$ cat config.mk
export PLATFORM = sky130hd
export DESIGN_NAME = retire_sys
export DESIGN_NICKNAME = d
export VERILOG_FILES = /design/src/design/retire_pkg.sv /design/src/design/rob_tracker.sv /design/src/design/retire.sv /design/src/design/store_issue.sv /design/src/design/retire_sys.sv
export SDC_FILE = /design/constraint.sdc
export NUM_CORES = 1
export LEC_CHECK = 0
export ABC_AREA = 1
export BUFFER_PORTS_ARGS = -buffer_cell sky130_fd_sc_hd__buf_2
export CORE_ASPECT_RATIO = 2
export CORE_UTILIZATION = 40
export CTS_CLUSTER_SIZE = 14
export DETAILED_ROUTE_END_ITERATION = 8
export GPL_ROUTABILITY_DRIVEN = 0
export PLACE_DENSITY = 0.67
export SYNTH_ARGS = -nofsm -noshare
export SYNTH_HDL_FRONTEND = slang
export SYNTH_SLANG_ARGS = --single-unit
$ cat constraint.sdc
create_clock -name clock -period 16.06 [get_ports clock]
set_input_delay 3.212 -clock clock [delete_from_list [all_inputs] [get_ports clock]]
set_output_delay 3.212 -clock clock [all_outputs]
set_load 0.02 [all_outputs]
$ cat src/design/retire_pkg.sv
package retire_pkg;

    // data and address width
    parameter int xlen = 32;

    // architectural register index width
    parameter int reg_idx_w = 5;

    // retirement status reported with each commit
    typedef enum logic [1:0] {
        no_error      = 2'd0,
        illegal_inst  = 2'd1,
        halted_on_wfi = 2'd2
    } exception_code_e;

    // kind of unit that produced a completion
    typedef enum logic [1:0] {
        alu    = 2'd0,
        load   = 2'd1,
        store  = 2'd2,
        branch = 2'd3
    } funit_e;

endpackage

$ cat src/design/rob_tracker.sv
`timescale 1ns/1ps

module rob_tracker #(
    parameter int rob_sz = 8
) (
    input  logic                      clock,
    input  logic                      arst_n,
    input  logic                      flush,
    input  logic                      disp_valid,
    output logic                      disp_ready,
    output logic [$clog2(rob_sz)-1:0] disp_tag,
    input  logic                      move_head,
    output logic [$clog2(rob_sz)-1:0] head_tag
);

    localparam int tag_w = $clog2(rob_sz);

    // pointers carry one wrap bit above the tag
    logic [tag_w:0] head;
    logic [tag_w:0] tail;
    logic [tag_w:0] occupancy;
    logic           disp_fire;

    // wrap bit makes plain subtraction give the fill level
    assign occupancy  = tail - head;
    assign disp_ready = occupancy != (tag_w + 1)'(rob_sz);
    assign disp_fire  = disp_valid && disp_ready;

    // tags are just the pointer bits below the wrap bit
    assign disp_tag = tail[tag_w-1:0];
    assign head_tag = head[tag_w-1:0];

    always_ff @(posedge clock or negedge arst_n) begin
        if (!arst_n) begin
            head <= '0;
            tail <= '0;
        end else if (flush) begin
            // drop everything in flight
            // an instruction dispatched this cycle survives as the new oldest
            head <= tail;
            tail <= tail + (tag_w + 1)'(disp_fire);
        end else begin
            if (disp_fire) begin
                tail <= tail + 1'b1;
            end
            if (move_head) begin
                head <= head + 1'b1;
            end
        end
    end

    // retire must never commit from an empty window
    a_no_move_when_empty: assert property (
        @(posedge clock) disable iff (!arst_n)
        move_head |-> occupancy != '0
    );

endmodule

$ cat src/design/retire.sv
`timescale 1ns/1ps

module retire import retire_pkg::*; #(
    parameter int rob_sz = 8
) (
    input  logic                      clock,
    input  logic                      arst_n,
    input  logic                      flush,
    input  logic                      cmp_valid,
    input  logic [$clog2(rob_sz)-1:0] cmp_tag,
    input  funit_e                    cmp_kind,
    input  logic                      cmp_illegal,
    input  logic                      cmp_halt,
    input  logic                      cmp_rd_en,
    input  logic [reg_idx_w-1:0]      cmp_rd_idx,
    input  logic [xlen-1:0]           cmp_rd_data,
    input  logic [xlen-1:0]           cmp_npc,
    input  logic [xlen-1:0]           cmp_result,
    input  logic [xlen-1:0]           cmp_store_data,
    input  logic [$clog2(rob_sz)-1:0] head_tag,
    input  logic                      stq_free,
    output logic                      move_head,
    output logic                      store_push,
    output logic [xlen-1:0]           store_addr,
    output logic [xlen-1:0]           store_data,
    output logic                      commit_valid,
    output exception_code_e           commit_error,
    output logic                      commit_wr_en,
    output logic [reg_idx_w-1:0]      commit_wr_idx,
    output logic [xlen-1:0]           commit_wr_data,
    output logic [xlen-1:0]           commit_npc
);

    // per-tag completion buffer, one array per field
    logic [rob_sz-1:0]    buf_valid;
    funit_e               buf_kind [rob_sz];
    exception_code_e      buf_status [rob_sz];
    logic                 buf_rd_en [rob_sz];
    logic [reg_idx_w-1:0] buf_rd_idx [rob_sz];
    logic [xlen-1:0]      buf_rd_data [rob_sz];
    logic [xlen-1:0]      buf_npc [rob_sz];
    logic [xlen-1:0]      buf_result [rob_sz];
    logic [xlen-1:0]      buf_store_data [rob_sz];

    exception_code_e in_status;
    logic            cmp_take;
    logic            do_forward;
    logic            out_is_store;
    logic            commit;
    logic            buf_write;

    // illegal beats halt, halt beats none
    assign in_status = cmp_illegal ? illegal_inst :
                       cmp_halt    ? halted_on_wfi :
                       no_error;

    // completions during a flush are dropped
    assign cmp_take   = cmp_valid && !flush;
    assign do_forward = cmp_take && (cmp_tag == head_tag) && !buf_valid[head_tag];

    // outgoing entry: forwarded packet or buffered head
    assign out_is_store = do_forward ? (cmp_kind == store) : (buf_kind[head_tag] == store);

    // a store waits at the head until the queue has room
    assign commit = (do_forward || buf_valid[head_tag]) && !flush &&
                    !(out_is_store && !stq_free);

    assign move_head  = commit;
    assign store_push = commit && out_is_store;
    assign store_addr = do_forward ? cmp_result : buf_result[head_tag];
    assign store_data = do_forward ? cmp_store_data : buf_store_data[head_tag];

    // commit fields read zero outside a retirement
    always_comb begin
        commit_valid   = commit;
        commit_error   = no_error;
        commit_wr_en   = 1'b0;
        commit_wr_idx  = '0;
        commit_wr_data = '0;
        commit_npc     = '0;
        if (commit && do_forward) begin
            commit_error   = in_status;
            commit_wr_en   = cmp_rd_en;
            commit_wr_idx  = cmp_rd_idx;
            commit_wr_data = cmp_rd_data;
            commit_npc     = cmp_npc;
        end else if (commit) begin
            commit_error   = buf_status[head_tag];
            commit_wr_en   = buf_rd_en[head_tag];
            commit_wr_idx  = buf_rd_idx[head_tag];
            commit_wr_data = buf_rd_data[head_tag];
            commit_npc     = buf_npc[head_tag];
        end
    end

    // buffer unless it leaves right away
    // a blocked forward still lands in the slot and retries from there
    assign buf_write = cmp_take && !(do_forward && commit);

    always_ff @(posedge clock or negedge arst_n) begin
        if (!arst_n) begin
            buf_valid <= '0;
        end else if (flush) begin
            buf_valid <= '0;
        end else begin
            if (buf_write) begin
                buf_valid[cmp_tag] <= 1'b1;
            end
            // free the head slot once it retires from the buffer
            if (commit && !do_forward) begin
                buf_valid[head_tag] <= 1'b0;
            end
        end
    end

    always_ff @(posedge clock) begin
        if (buf_write) begin
            buf_kind[cmp_tag]       <= cmp_kind;
            buf_status[cmp_tag]     <= in_status;
            buf_rd_en[cmp_tag]      <= cmp_rd_en;
            buf_rd_idx[cmp_tag]     <= cmp_rd_idx;
            buf_rd_data[cmp_tag]    <= cmp_rd_data;
            buf_npc[cmp_tag]        <= cmp_npc;
            buf_result[cmp_tag]     <= cmp_result;
            buf_store_data[cmp_tag] <= cmp_store_data;
        end
    end

    // each tag completes once per trip through the window
    a_no_overwrite: assert property (
        @(posedge clock) disable iff (!arst_n)
        cmp_take |-> !buf_valid[cmp_tag]
    );

endmodule

$ cat src/design/store_issue.sv
`timescale 1ns/1ps

module store_issue import retire_pkg::*; #(
    parameter int stq_depth     = 4,
    parameter int store_credits = 2
) (
    input  logic            clock,
    input  logic            arst_n,
    input  logic            store_push,
    input  logic [xlen-1:0] store_addr,
    input  logic [xlen-1:0] store_data,
    output logic            stq_free,
    output logic            st_valid,
    output logic [xlen-1:0] st_addr,
    output logic [xlen-1:0] st_data,
    input  logic            st_credit
);

    localparam int ptr_w  = $clog2(stq_depth);
    localparam int cred_w = $clog2(store_credits + 1);

    // address and data pairs waiting for the cache
    logic [xlen-1:0] q_addr [stq_depth];
    logic [xlen-1:0] q_data [stq_depth];

    logic [ptr_w:0]  wr_ptr;
    logic [ptr_w:0]  rd_ptr;
    logic [ptr_w:0]  count;
    logic [cred_w-1:0] credit_cnt;
    logic            issue;

    assign count    = wr_ptr - rd_ptr;
    assign stq_free = count != (ptr_w + 1)'(stq_depth);

    // oldest store leaves once a credit is held
    assign issue = (count != '0) && (credit_cnt != '0);

    always_ff @(posedge clock or negedge arst_n) begin
        if (!arst_n) begin
            wr_ptr     <= '0;
            rd_ptr     <= '0;
            st_valid   <= 1'b0;
            credit_cnt <= cred_w'(store_credits);
        end else begin
            if (store_push) begin
                wr_ptr <= wr_ptr + 1'b1;
            end
            if (issue) begin
                rd_ptr <= rd_ptr + 1'b1;
            end
            st_valid <= issue;
            // spend on issue, refill on each returned credit
            if (issue && !st_credit) begin
                credit_cnt <= credit_cnt - 1'b1;
            end else if (!issue && st_credit) begin
                credit_cnt <= credit_cnt + 1'b1;
            end
        end
    end

    // queue storage and cache payload
    always_ff @(posedge clock) begin
        if (store_push) begin
            q_addr[wr_ptr[ptr_w-1:0]] <= store_addr;
            q_data[wr_ptr[ptr_w-1:0]] <= store_data;
        end
        if (issue) begin
            st_addr <= q_addr[rd_ptr[ptr_w-1:0]];
            st_data <= q_data[rd_ptr[ptr_w-1:0]];
        end
    end

    // retire only pushes while a slot is open
    a_no_push_full: assert property (
        @(posedge clock) disable iff (!arst_n)
        store_push |-> count < (ptr_w + 1)'(stq_depth)
    );

    // cache never returns more than it was given
    a_credit_bound: assert property (
        @(posedge clock) disable iff (!arst_n)
        credit_cnt <= cred_w'(store_credits)
    );

endmodule

$ cat src/design/retire_sys.sv
`timescale 1ns/1ps

module retire_sys import retire_pkg::*; #(
    parameter int rob_sz        = 8,
    parameter int stq_depth     = 4,
    parameter int store_credits = 2
) (
    input  logic                      clock,
    input  logic                      arst_n,
    input  logic                      flush,
    // dispatch
    input  logic                      disp_valid,
    output logic                      disp_ready,
    output logic [$clog2(rob_sz)-1:0] disp_tag,
    // completion
    input  logic                      cmp_valid,
    input  logic [$clog2(rob_sz)-1:0] cmp_tag,
    input  funit_e                    cmp_kind,
    input  logic                      cmp_illegal,
    input  logic                      cmp_halt,
    input  logic                      cmp_rd_en,
    input  logic [reg_idx_w-1:0]      cmp_rd_idx,
    input  logic [xlen-1:0]           cmp_rd_data,
    input  logic [xlen-1:0]           cmp_npc,
    input  logic [xlen-1:0]           cmp_result,
    input  logic [xlen-1:0]           cmp_store_data,
    // commit
    output logic                      commit_valid,
    output exception_code_e           commit_error,
    output logic                      commit_wr_en,
    output logic [reg_idx_w-1:0]      commit_wr_idx,
    output logic [xlen-1:0]           commit_wr_data,
    output logic [xlen-1:0]           commit_npc,
    // data cache store port
    output logic                      st_valid,
    output logic [xlen-1:0]           st_addr,
    output logic [xlen-1:0]           st_data,
    input  logic                      st_credit
);

    logic [$clog2(rob_sz)-1:0] head_tag;
    logic                      move_head;
    logic                      store_push;
    logic [xlen-1:0]           store_addr;
    logic [xlen-1:0]           store_data;
    logic                      stq_free;

    rob_tracker #(.rob_sz(rob_sz)) tracker_i (
        .clock, .arst_n, .flush, .disp_valid, .disp_ready, .disp_tag,
        .move_head, .head_tag
    );

    retire #(.rob_sz(rob_sz)) retire_i (
        .clock, .arst_n, .flush,
        .cmp_valid, .cmp_tag, .cmp_kind, .cmp_illegal, .cmp_halt,
        .cmp_rd_en, .cmp_rd_idx, .cmp_rd_data, .cmp_npc, .cmp_result, .cmp_store_data,
        .head_tag, .stq_free, .move_head, .store_push, .store_addr, .store_data,
        .commit_valid, .commit_error, .commit_wr_en, .commit_wr_idx,
        .commit_wr_data, .commit_npc
    );

    // retired stores drain toward the cache
    store_issue #(.stq_depth(stq_depth), .store_credits(store_credits)) stq_i (
        .clock, .arst_n, .store_push, .store_addr, .store_data, .stq_free,
        .st_valid, .st_addr, .st_data, .st_credit
    );

endmodule

==> results of run 1 <==
-- layout make-up --
type	count	area, um2	area share
sequential	1449	43400	0.706
clock buffer	164	3530	0.0574
multi-input combinational	1919	9860	0.160
antenna	4	10.0	0.000163
inverter	58	262	0.00425
timing repair buffer	344	1870	0.0305
clock inverter	42	399	0.00649
tap	1728	2160	0.0352
-- through the flow --
stage / std cells / setup WS (ns)
after floorplan: 3642 / 5.45
after global placement: 5498 / 5.88
after detailed placement: 5498 / 5.85
after CTS: 5704 / 5.85
after global routing: 5707 / 5.72
final: 5708 / 5.89
-- Yosys cell counts (10+ instances only) --
cell	n	share of area
sky130_fd_sc_hd__dfrtp_1	24	0.011
sky130_fd_sc_hd__a31oi_1	22	0.0025
sky130_fd_sc_hd__edfxtp_1	1424	0.79
sky130_fd_sc_hd__clkbuf_1	138	0.0095
sky130_fd_sc_hd__inv_1	46	0.0032
sky130_fd_sc_hd__nor3_1	47	0.0043
sky130_fd_sc_hd__nor2_1	344	0.024
sky130_fd_sc_hd__ha_1	14	0.0032
sky130_fd_sc_hd__nand2_1	532	0.037
sky130_fd_sc_hd__o221ai_1	40	0.0065
sky130_fd_sc_hd__nand4_1	13	0.0015
sky130_fd_sc_hd__buf_2	40	0.0037
sky130_fd_sc_hd__a221oi_1	82	0.013
sky130_fd_sc_hd__or2_2	13	0.0015
sky130_fd_sc_hd__buf_1	25	0.0017
sky130_fd_sc_hd__nor4_1	31	0.0036
sky130_fd_sc_hd__inv_2	10	0.00069
sky130_fd_sc_hd__o21ai_0	257	0.024
sky130_fd_sc_hd__a22o_1	19	0.0031
sky130_fd_sc_hd__a21oi_1	28	0.0026
sky130_fd_sc_hd__a22oi_1	31	0.0043
sky130_fd_sc_hd__nand3_1	193	0.018
sky130_fd_sc_hd__a41oi_1	15	0.0024
sky130_fd_sc_hd__o22ai_1	199	0.023
-- where the power goes --
group,internal (W),switching (W)
clock,0.00162,0.00133
combinational,0.000778,0.00214
sequential,0.00463,0.0000982
-- path summary, 6_finish.rpt --
kind | to | slack [ns]
worst max-delay path | commit_error[1] | 5.89
worst min-delay path | stq_i.credit_cnt[1] | 0.49
worst max register to register | retire_i.buf_npc[6][26] | 10.24
worst min register to register | stq_i.credit_cnt[1] | 0.49
max in group asynchronous | stq_i.rd_ptr[0] | 13.01
min in group asynchronous | stq_i.st_valid | 2.50
-- cell usage in the layout (no fill, tap or decap), types with 22 or more instances in the layout --
master / instances
sky130_fd_sc_hd__edfxtp_1: 1424
sky130_fd_sc_hd__nand2_1: 531
sky130_fd_sc_hd__nor2_1: 333
sky130_fd_sc_hd__buf_2: 288
sky130_fd_sc_hd__o21ai_0: 257
sky130_fd_sc_hd__o22ai_1: 199
sky130_fd_sc_hd__nand3_1: 193
sky130_fd_sc_hd__clkbuf_16: 137
sky130_fd_sc_hd__a221oi_1: 82
sky130_fd_sc_hd__buf_4: 55
sky130_fd_sc_hd__nor3_1: 47
sky130_fd_sc_hd__o221ai_1: 40
sky130_fd_sc_hd__inv_1: 36
sky130_fd_sc_hd__a22oi_1: 31
sky130_fd_sc_hd__nor4_1: 31
sky130_fd_sc_hd__a21oi_1: 28
sky130_fd_sc_hd__clkbuf_1: 27
sky130_fd_sc_hd__a31oi_1: 22
-- layer usage --
metal  vias to the layer above  global-route usage  share of wire
met3                       270              0.0318          0.057
met2                      1210               0.388           0.55
li1                      14369                   -              -
met5                         -                   0        0.00089
met1                     16177               0.226           0.37
met4                        20              0.0740          0.026
-- logic make-up (layout without fill, tap and decap cells) --
family,after synthesis,in the layout,share of synthesized area
flip-flops,1449,1449,0.799
AO/OA/AOI/OAI,708,708,0.0833
adder cells (fa/ha/maj),14,14,0.00323
XOR/XNOR,13,13,0.00210
AND/OR/NAND/NOR,1183,1183,0.0910
buffers and inverters,274,608,0.0213
multiplexers,1,1,0.000184
other,0,4,0
-- state kept, by name (all words and copies together), names as in the netlist, 40 cells and up --
register	flops
retire_i.buf_result	256
stq_i.q_addr	128
retire_i.buf_rd_idx	40
retire_i.buf_rd_data	256
retire_i.buf_npc	256
stq_i.q_data	128
retire_i.buf_store_data	256
==> impl_table.tex, run 1 <==
\begin{tabular}{lr}
\hline
Metric & Value \\
\hline
\multicolumn{2}{l}{\textbf{Pwr}} \\
\quad Overall power consumption & 0.0106 W \\
\quad P\_leak & 20.6 nW \\
\quad Max IR drop VDD & 0.000153 V \\
\quad Power density over the cells & 172 nW/um2 \\
\multicolumn{2}{l}{\textbf{Placed design}} \\
\quad Total of buffers placed on input and output ports & 288 \\
\quad Half-perimeter wire length after detailed placement & 77800 um \\
\quad Placed standard-cell area & 57600 um2 \\
\multicolumn{2}{l}{\textbf{Finish}} \\
\quad NumNets Final & 4064 \\
\quad Non-Filler Cell Area, Final & 61500 um2 \\
\quad Fraction of the core area covered by cells at the end of the flow & 0.458 \\
\quad Fill cell count & 11441 \\
\quad Layout Area Growth over Synthesis & 13.2\% \\
\quad Share of final-layout standard cells stronger than drive strength 1 & 0.143 \\
\multicolumn{2}{l}{\textbf{CTS}} \\
\quad Number of buffers added by the clock tree synthesis step & 131 \\
\quad Post-CTS Hold Fix Bufs & 0 \\
\quad Clock latency on the worst-skew pair & 0.75 ns \\
\quad \# Post-CTS Setup Buffers & 0 \\
\quad CTS tree & built \\
\quad Resized cells post-CTS & 0 \\
\quad Bufs on Longest Clock Path & 3 \\
\quad Number of clock sinks & 1449 \\
\quad Clock-pin transition on the worst setup and hold timing paths & 0.07 ns \\
\quad Root buf cell & sky130\_fd\_sc\_hd\_\_clkbuf\_16 \\
\quad H-tree levels & 4 \\
\multicolumn{2}{l}{\textbf{Critical path}} \\
\quad Arrival time of data at the critical path endpoint & 6.96 ns \\
\quad Worst setup path startpoint & flush \\
\quad Stages on the worst setup path & 12 \\
\quad WP data required & 12.85 ns \\
\quad Launch instance of the worst register-to-register path & tracker\_i.head[0] \\
\quad Cell family with most CP delay & buffers and inverters \\
\quad Cell type of the slowest stage on the worst timing path & sky130\_fd\_sc\_hd\_\_buf\_4 \\
\quad Worst path most repeated cell & sky130\_fd\_sc\_hd\_\_buf\_2 \\
\quad Number of cells on the worst reg-to-reg path & 13 \\
\quad Crit Path Max Fanout & 64 \\
\quad Number of buffer and inverter instances along the worst setup path & 5 \\
\quad Critical path endpoint category & output port \\
\quad Worst setup SP type & primary input \\
\quad Maximum cell stage delay along the critical path & 0.67 ns \\
\quad List of cells traversed by the critical path & buf\_2 -> inv\_2 -> nand2\_1 -> nor2\_1 -> o21ai\_1 -> nor2\_2 -> nand2\_4 -> inv\_4 -> buf\_4 -> nand3\_2 -> o31ai\_1 -> buf\_2 \\
\quad CP Class & in -> out \\
\multicolumn{2}{l}{\textbf{Job}} \\
\quad MaxCap Viol Count & 0 \\
\multicolumn{2}{l}{\textbf{GRT}} \\
\quad Global-route wire length before repair & 205000 um \\
\quad Overall global routing resource usage & 0.203 \\
\quad Largest net degree at the start of global routing & 102 \\
\quad GRT Residual Overflow & 0 \\
\quad Number of global-route vias before repair & 32041 \\
\quad Initial antenna violation count & 27 \\
\multicolumn{2}{l}{\textbf{Timing}} \\
\quad Slew Limit Headroom & 0.221 \\
\quad Final slew viol count & 0 \\
\quad Setup Skew & 0.0240 ns \\
\quad Total Negative Setup Slacks & 0 ns \\
\quad Final worst path period share & 0.633 \\
\quad Final setup fails & 0 \\
\quad Final critical path time including I/O delays and setup & 10.17 ns \\
\quad Unrepaired setup endpoints after global routing & no \\
\quad Final-report hold violation count & 0 \\
\quad WHS & 0.489 ns \\
\quad Highest clock rate & 98.3 MHz \\
\quad Worst Tran Pin Value & 1.17 ns \\
\multicolumn{2}{l}{\textbf{Synth}} \\
\quad Primary FF master, synth & sky130\_fd\_sc\_hd\_\_edfxtp\_1 \\
\quad Share of the yosys chip area belonging to registers & 0.799 \\
\quad Number of warnings reported in the yosys synthesis log & 0 \\
\quad Cell area after synthesis & 54300 um2 \\
\quad Count of different cell masters after synthesis & 43 \\
\quad Number of synthesized register bits & 1449 \\
\quad Count of flip-flops with a built-in enable after synthesis & 1424 \\
\quad Average size of a mapped cell & 14.9 um2 \\
\quad FFs w/ async S/R, synth & 0.0173 \\
\quad Nets in the synthesized netlist & 3803 \\
\quad Post-synthesis instance total & 3642 \\
\multicolumn{2}{l}{\textbf{Hold path}} \\
\quad Hold Path Class & reg -> reg \\
\quad Min-Delay Path Depth & 1 \\
\quad Start point of the worst hold path & stq\_i.credit\_cnt[1] \\
\multicolumn{2}{l}{\textbf{Route}} \\
\quad Detailed-routing iteration count for the pre-antenna-repair pass & 5 \\
\quad Via count normalized by instance count & 5.61 \\
\quad Number of DRC violations after detailed routing & 0 \\
\quad Iter 0 DRT Violations & 2465 \\
\quad Total number of vias & 32046 \\
\quad Number of nets with antenna violations after routing & 0 \\
\quad Routed wire per std cell & 24.7 um \\
\quad Final wirelength & 141000 um \\
\multicolumn{2}{l}{\textbf{Floorplanning}} \\
\quad Initial standard-cell utilization of the core & 0.404 \\
\quad DIE AREA & 137000 um2 \\
\quad Number of placement rows & 190 \\
\quad Core region area & 134000 um2 \\
\quad Horizontal die dimension & 263 um \\
\quad Floorplan die height & 523 um \\
\quad I/O pin count & 289 \\
\multicolumn{2}{l}{\textbf{Run status}} \\
\quad Result of the run & complete, no violations \\
\hline
\end{tabular}
(Power assumes the default switching activity.)
==> inputs of run 2 (changes only) <==
==> constraint.sdc (replaced) <==
create_clock -name clock -period 10.19 [get_ports clock]
set_input_delay 2.038 -clock clock [delete_from_list [all_inputs] [get_ports clock]]
set_output_delay 2.038 -clock clock [all_outputs]
set_load 0.02 [all_outputs]
==> impl_table.tex, run 2 (synthesis results as in run 1) <==
\begin{tabular}{lr}
\hline
Metric & Value \\
\hline
\multicolumn{2}{l}{\textbf{Finish}} \\
\quad Most used cells in the layout excluding fill and tap cells & sky130\_fd\_sc\_hd\_\_edfxtp\_1 (1424), sky130\_fd\_sc\_hd\_\_nand2\_1 (531), sky130\_fd\_sc\_hd\_\_nor2\_1 (333) \\
\quad Non-Filler Cell Area, Final & 61500 um2 (about the same) \\
\quad Non-filler instance count after layout & 5705 (-0.053\%) \\
\quad Layout Area Growth over Synthesis & 13.3\% (about the same) \\
\quad Most common cell after layout, fill and taps aside & sky130\_fd\_sc\_hd\_\_edfxtp\_1 \\
\quad Share of final-layout standard cells stronger than drive strength 1 & 0.144 (+0.000289) \\
\quad NumNets Final & 4062 (-0.049\%) \\
\multicolumn{2}{l}{\textbf{GRT}} \\
\quad Number of global-route vias before repair & 31996 (-0.14\%) \\
\quad GRT Residual Overflow & 0 (unchanged) \\
\quad GRT Max-Usage Layer & met2 \\
\quad Met2 Track Usage GR & 0.375 (-0.0128) \\
\quad Met1 track demand over resource & 0.232 (+0.00624) \\
\quad Global-route wire length before repair & 206000 um (+0.47\%) \\
\quad Overall global routing resource usage & 0.203 (-0.000356) \\
\quad Initial antenna violation count & 30 (+11\%) \\
\quad Largest net degree at the start of global routing & 115 (+13\%) \\
\quad Global routing usage on met3 & 0.0376 (+0.00578) \\
\multicolumn{2}{l}{\textbf{Critical path}} \\
\quad WP data required & 8.15 ns (-4.70 ns) \\
\quad End of the worst register-to-register path & retire\_i.buf\_npc[2][2] \\
\quad Crit Path Max Fanout & 71 (+11\%) \\
\quad Worst setup SP type & primary input \\
\quad CP Class & in -> out \\
\quad CP Capture Point & commit\_error[1] \\
\quad Arrival time of data at the critical path endpoint & 5.02 ns (-1.94 ns) \\
\quad Number of cells on the worst reg-to-reg path & 13 (unchanged) \\
\quad Worst setup path startpoint & flush \\
\quad Launch instance of the worst register-to-register path & tracker\_i.head[0] \\
\quad R2R setup slack & 4.59 ns (-5.65 ns) \\
\quad Critical path endpoint category & output port \\
\multicolumn{2}{l}{\textbf{Route}} \\
\quad Number of DRC violations after detailed routing & 0 (unchanged) \\
\quad Iter 0 DRT Violations & 2395 (-2.8\%) \\
\quad Via count normalized by instance count & 5.62 (about the same) \\
\quad Total number of vias & 32040 (-0.019\%) \\
\quad Number of nets with antenna violations after routing & 0 (unchanged) \\
\quad Final wirelength & 141000 um (-0.30\%) \\
\quad Detailed-routing iteration count for the pre-antenna-repair pass & 7 (+2) \\
\quad Routed wire per std cell & 24.7 um (-0.25\%) \\
\multicolumn{2}{l}{\textbf{Timing}} \\
\quad Total Negative Setup Slacks & 0 ns (unchanged) \\
\quad Highest clock rate & 142 MHz \\
\quad Final slew viol count & 0 (unchanged) \\
\quad WHS & 0.493 ns (+0.00431 ns) \\
\quad Worst Tran Pin Value & 1.02 ns (-0.147 ns) \\
\quad Final setup fails & 0 (unchanged) \\
\quad Unrepaired setup endpoints after global routing & no \\
\quad Final-report hold violation count & 0 (unchanged) \\
\quad Setup Skew & 0.0309 ns (+0.00692 ns) \\
\quad Final worst path period share & 0.693 \\
\quad Final critical path time including I/O delays and setup & 7.06 ns \\
\quad Slew Limit Headroom & 0.317 (+0.0966) \\
\multicolumn{2}{l}{\textbf{Job}} \\
\quad MaxCap Viol Count & 0 (unchanged) \\
\multicolumn{2}{l}{\textbf{Pwr}} \\
\quad Overall power consumption & 0.0168 W (+58\%) \\
\quad Max IR drop VDD & 0.000188 V (+22\%) \\
\quad P\_leak & 20.6 nW (about the same) \\
\quad Power density over the cells & 273 nW/um2 (+58\%) \\
\multicolumn{2}{l}{\textbf{Floorplanning}} \\
\quad Horizontal die dimension & 263 um (unchanged) \\
\quad Core region area & 134000 um2 (unchanged) \\
\quad Floorplan die height & 523 um (unchanged) \\
\quad Number of placement rows & 190 (unchanged) \\
\quad Initial standard-cell utilization of the core & 0.404 (unchanged) \\
\quad I/O pin count & 289 (unchanged) \\
\quad DIE AREA & 137000 um2 (unchanged) \\
\multicolumn{2}{l}{\textbf{CTS}} \\
\quad CTS tree & built \\
\quad Post-CTS Hold Fix Bufs & 0 (unchanged) \\
\quad H-tree levels & 4 (unchanged) \\
\quad Root buf cell & sky130\_fd\_sc\_hd\_\_clkbuf\_16 \\
\quad Clock-pin transition on the worst setup and hold timing paths & 0.07 ns (about the same) \\
\quad Number of clock sinks & 1449 (unchanged) \\
\quad Bufs on Longest Clock Path & 3 (unchanged) \\
\quad \# Post-CTS Setup Buffers & 0 (unchanged) \\
\quad Number of buffers added by the clock tree synthesis step & 130 (-0.76\%) \\
\quad Clock latency on the worst-skew pair & 0.78 ns (+0.03 ns) \\
\quad Resized cells post-CTS & 0 (unchanged) \\
\multicolumn{2}{l}{\textbf{Run status}} \\
\quad Result of the run & complete, no violations \\
\multicolumn{2}{l}{\textbf{Hold path}} \\
\quad Hold Path Class & reg -> reg \\
\multicolumn{2}{l}{\textbf{Placed design}} \\
\quad Placed standard-cell area & 57600 um2 (about the same) \\
\quad Total of buffers placed on input and output ports & 288 (unchanged) \\
\quad Half-perimeter wire length after detailed placement & 78000 um (+0.22\%) \\
\quad Instance count after placement with tap cells included & 5497 (-0.018\%) \\
\hline
\end{tabular}
[run 2: cell types whose count changed in the layout (fill, tap and decap cells not counted), moves of 3 or more]
cell / before / now
sky130_fd_sc_hd__clkbuf_1: 27 / 22
sky130_fd_sc_hd__diode_2: 4 / 9
sky130_fd_sc_hd__clkinv_8: 6 / 2
sky130_fd_sc_hd__clkbuf_8: 0 / 3
sky130_fd_sc_hd__inv_16: 0 / 3
sky130_fd_sc_hd__clkinv_1: 14 / 11
[run 2: per-layer routing]
| layer | wire, um | share of wire |
|---|---|---|
| met5 | 230 | 0.0016 |
| met4 | 3900 | 0.028 |
| met3 | 8800 | 0.062 |
| met2 | 74700 | 0.53 |
| met1 | 53200 | 0.38 |
[run 2: worst min-delay path by stage]
stage                   startpoint             endpoint  slack, ns  cells past startpoint
2_1_floorplan      stq_i.rd_ptr[2]      stq_i.rd_ptr[2]       0.47                      1
3_3_place_gp   stq_i.credit_cnt[1]  stq_i.credit_cnt[1]       0.48                      1
3_5_place_dp       stq_i.rd_ptr[2]      stq_i.rd_ptr[2]       0.48                      1
4_1_cts        stq_i.credit_cnt[1]  stq_i.credit_cnt[1]       0.50                      1
5_1_grt        stq_i.credit_cnt[1]  stq_i.credit_cnt[1]       0.51                      1
6_report       stq_i.credit_cnt[1]  stq_i.credit_cnt[1]       0.49                      1
[run 2: critical path, stage by stage]
cell and delay, ns:
sky130_fd_sc_hd__buf_2 0.16, sky130_fd_sc_hd__inv_2 0.22, sky130_fd_sc_hd__nand2_1 0.11, sky130_fd_sc_hd__nor2_1 0.11
sky130_fd_sc_hd__o21ai_1 0.08, sky130_fd_sc_hd__nor2_2 0.24, sky130_fd_sc_hd__nand2_4 0.27, sky130_fd_sc_hd__nand2_1 0.17
sky130_fd_sc_hd__nand2_2 0.09, sky130_fd_sc_hd__nand2_4 0.12, sky130_fd_sc_hd__nand2_4 0.10, sky130_fd_sc_hd__nor2_8 0.08
sky130_fd_sc_hd__buf_4 0.63, sky130_fd_sc_hd__nand2_1 0.10, sky130_fd_sc_hd__o31ai_1 0.11, sky130_fd_sc_hd__buf_2 0.27
[run 2: metrics by stage]
stage	setup WS, ns	util
2_1_floorplan	0.751	-
3_3_place_gp	3.24	0.429
3_5_place_dp	3.09	0.429
4_1_cts	3.08	0.458
5_1_grt	2.81	0.458
6_report	3.13	0.458
[run 2: area by class of cell]
| type | instances | area [um2] |
|---|---|---|
| multi-input cells | 1919 | 9860 |
| clock buffers | 160 | 3500 |
| repair buffers | 343 | 1880 |
| clock inverters | 39 | 437 |
| fillers | 11419 | 72800 |
| diodes | 9 | 22.5 |
| inverters | 58 | 262 |
| well taps | 1728 | 2160 |
| flip-flops and latches | 1449 | 43400 |
[run 2: report_power, final]
group | internal [W] | switching, W | total [W]
logic | 0.00122 | 0.00343 | 0.00465
clock network | 0.00259 | 0.00213 | 0.00472
registers | 0.00728 | 0.000124 | 0.00741
total | 0.0111 | 0.00568 | 0.0168
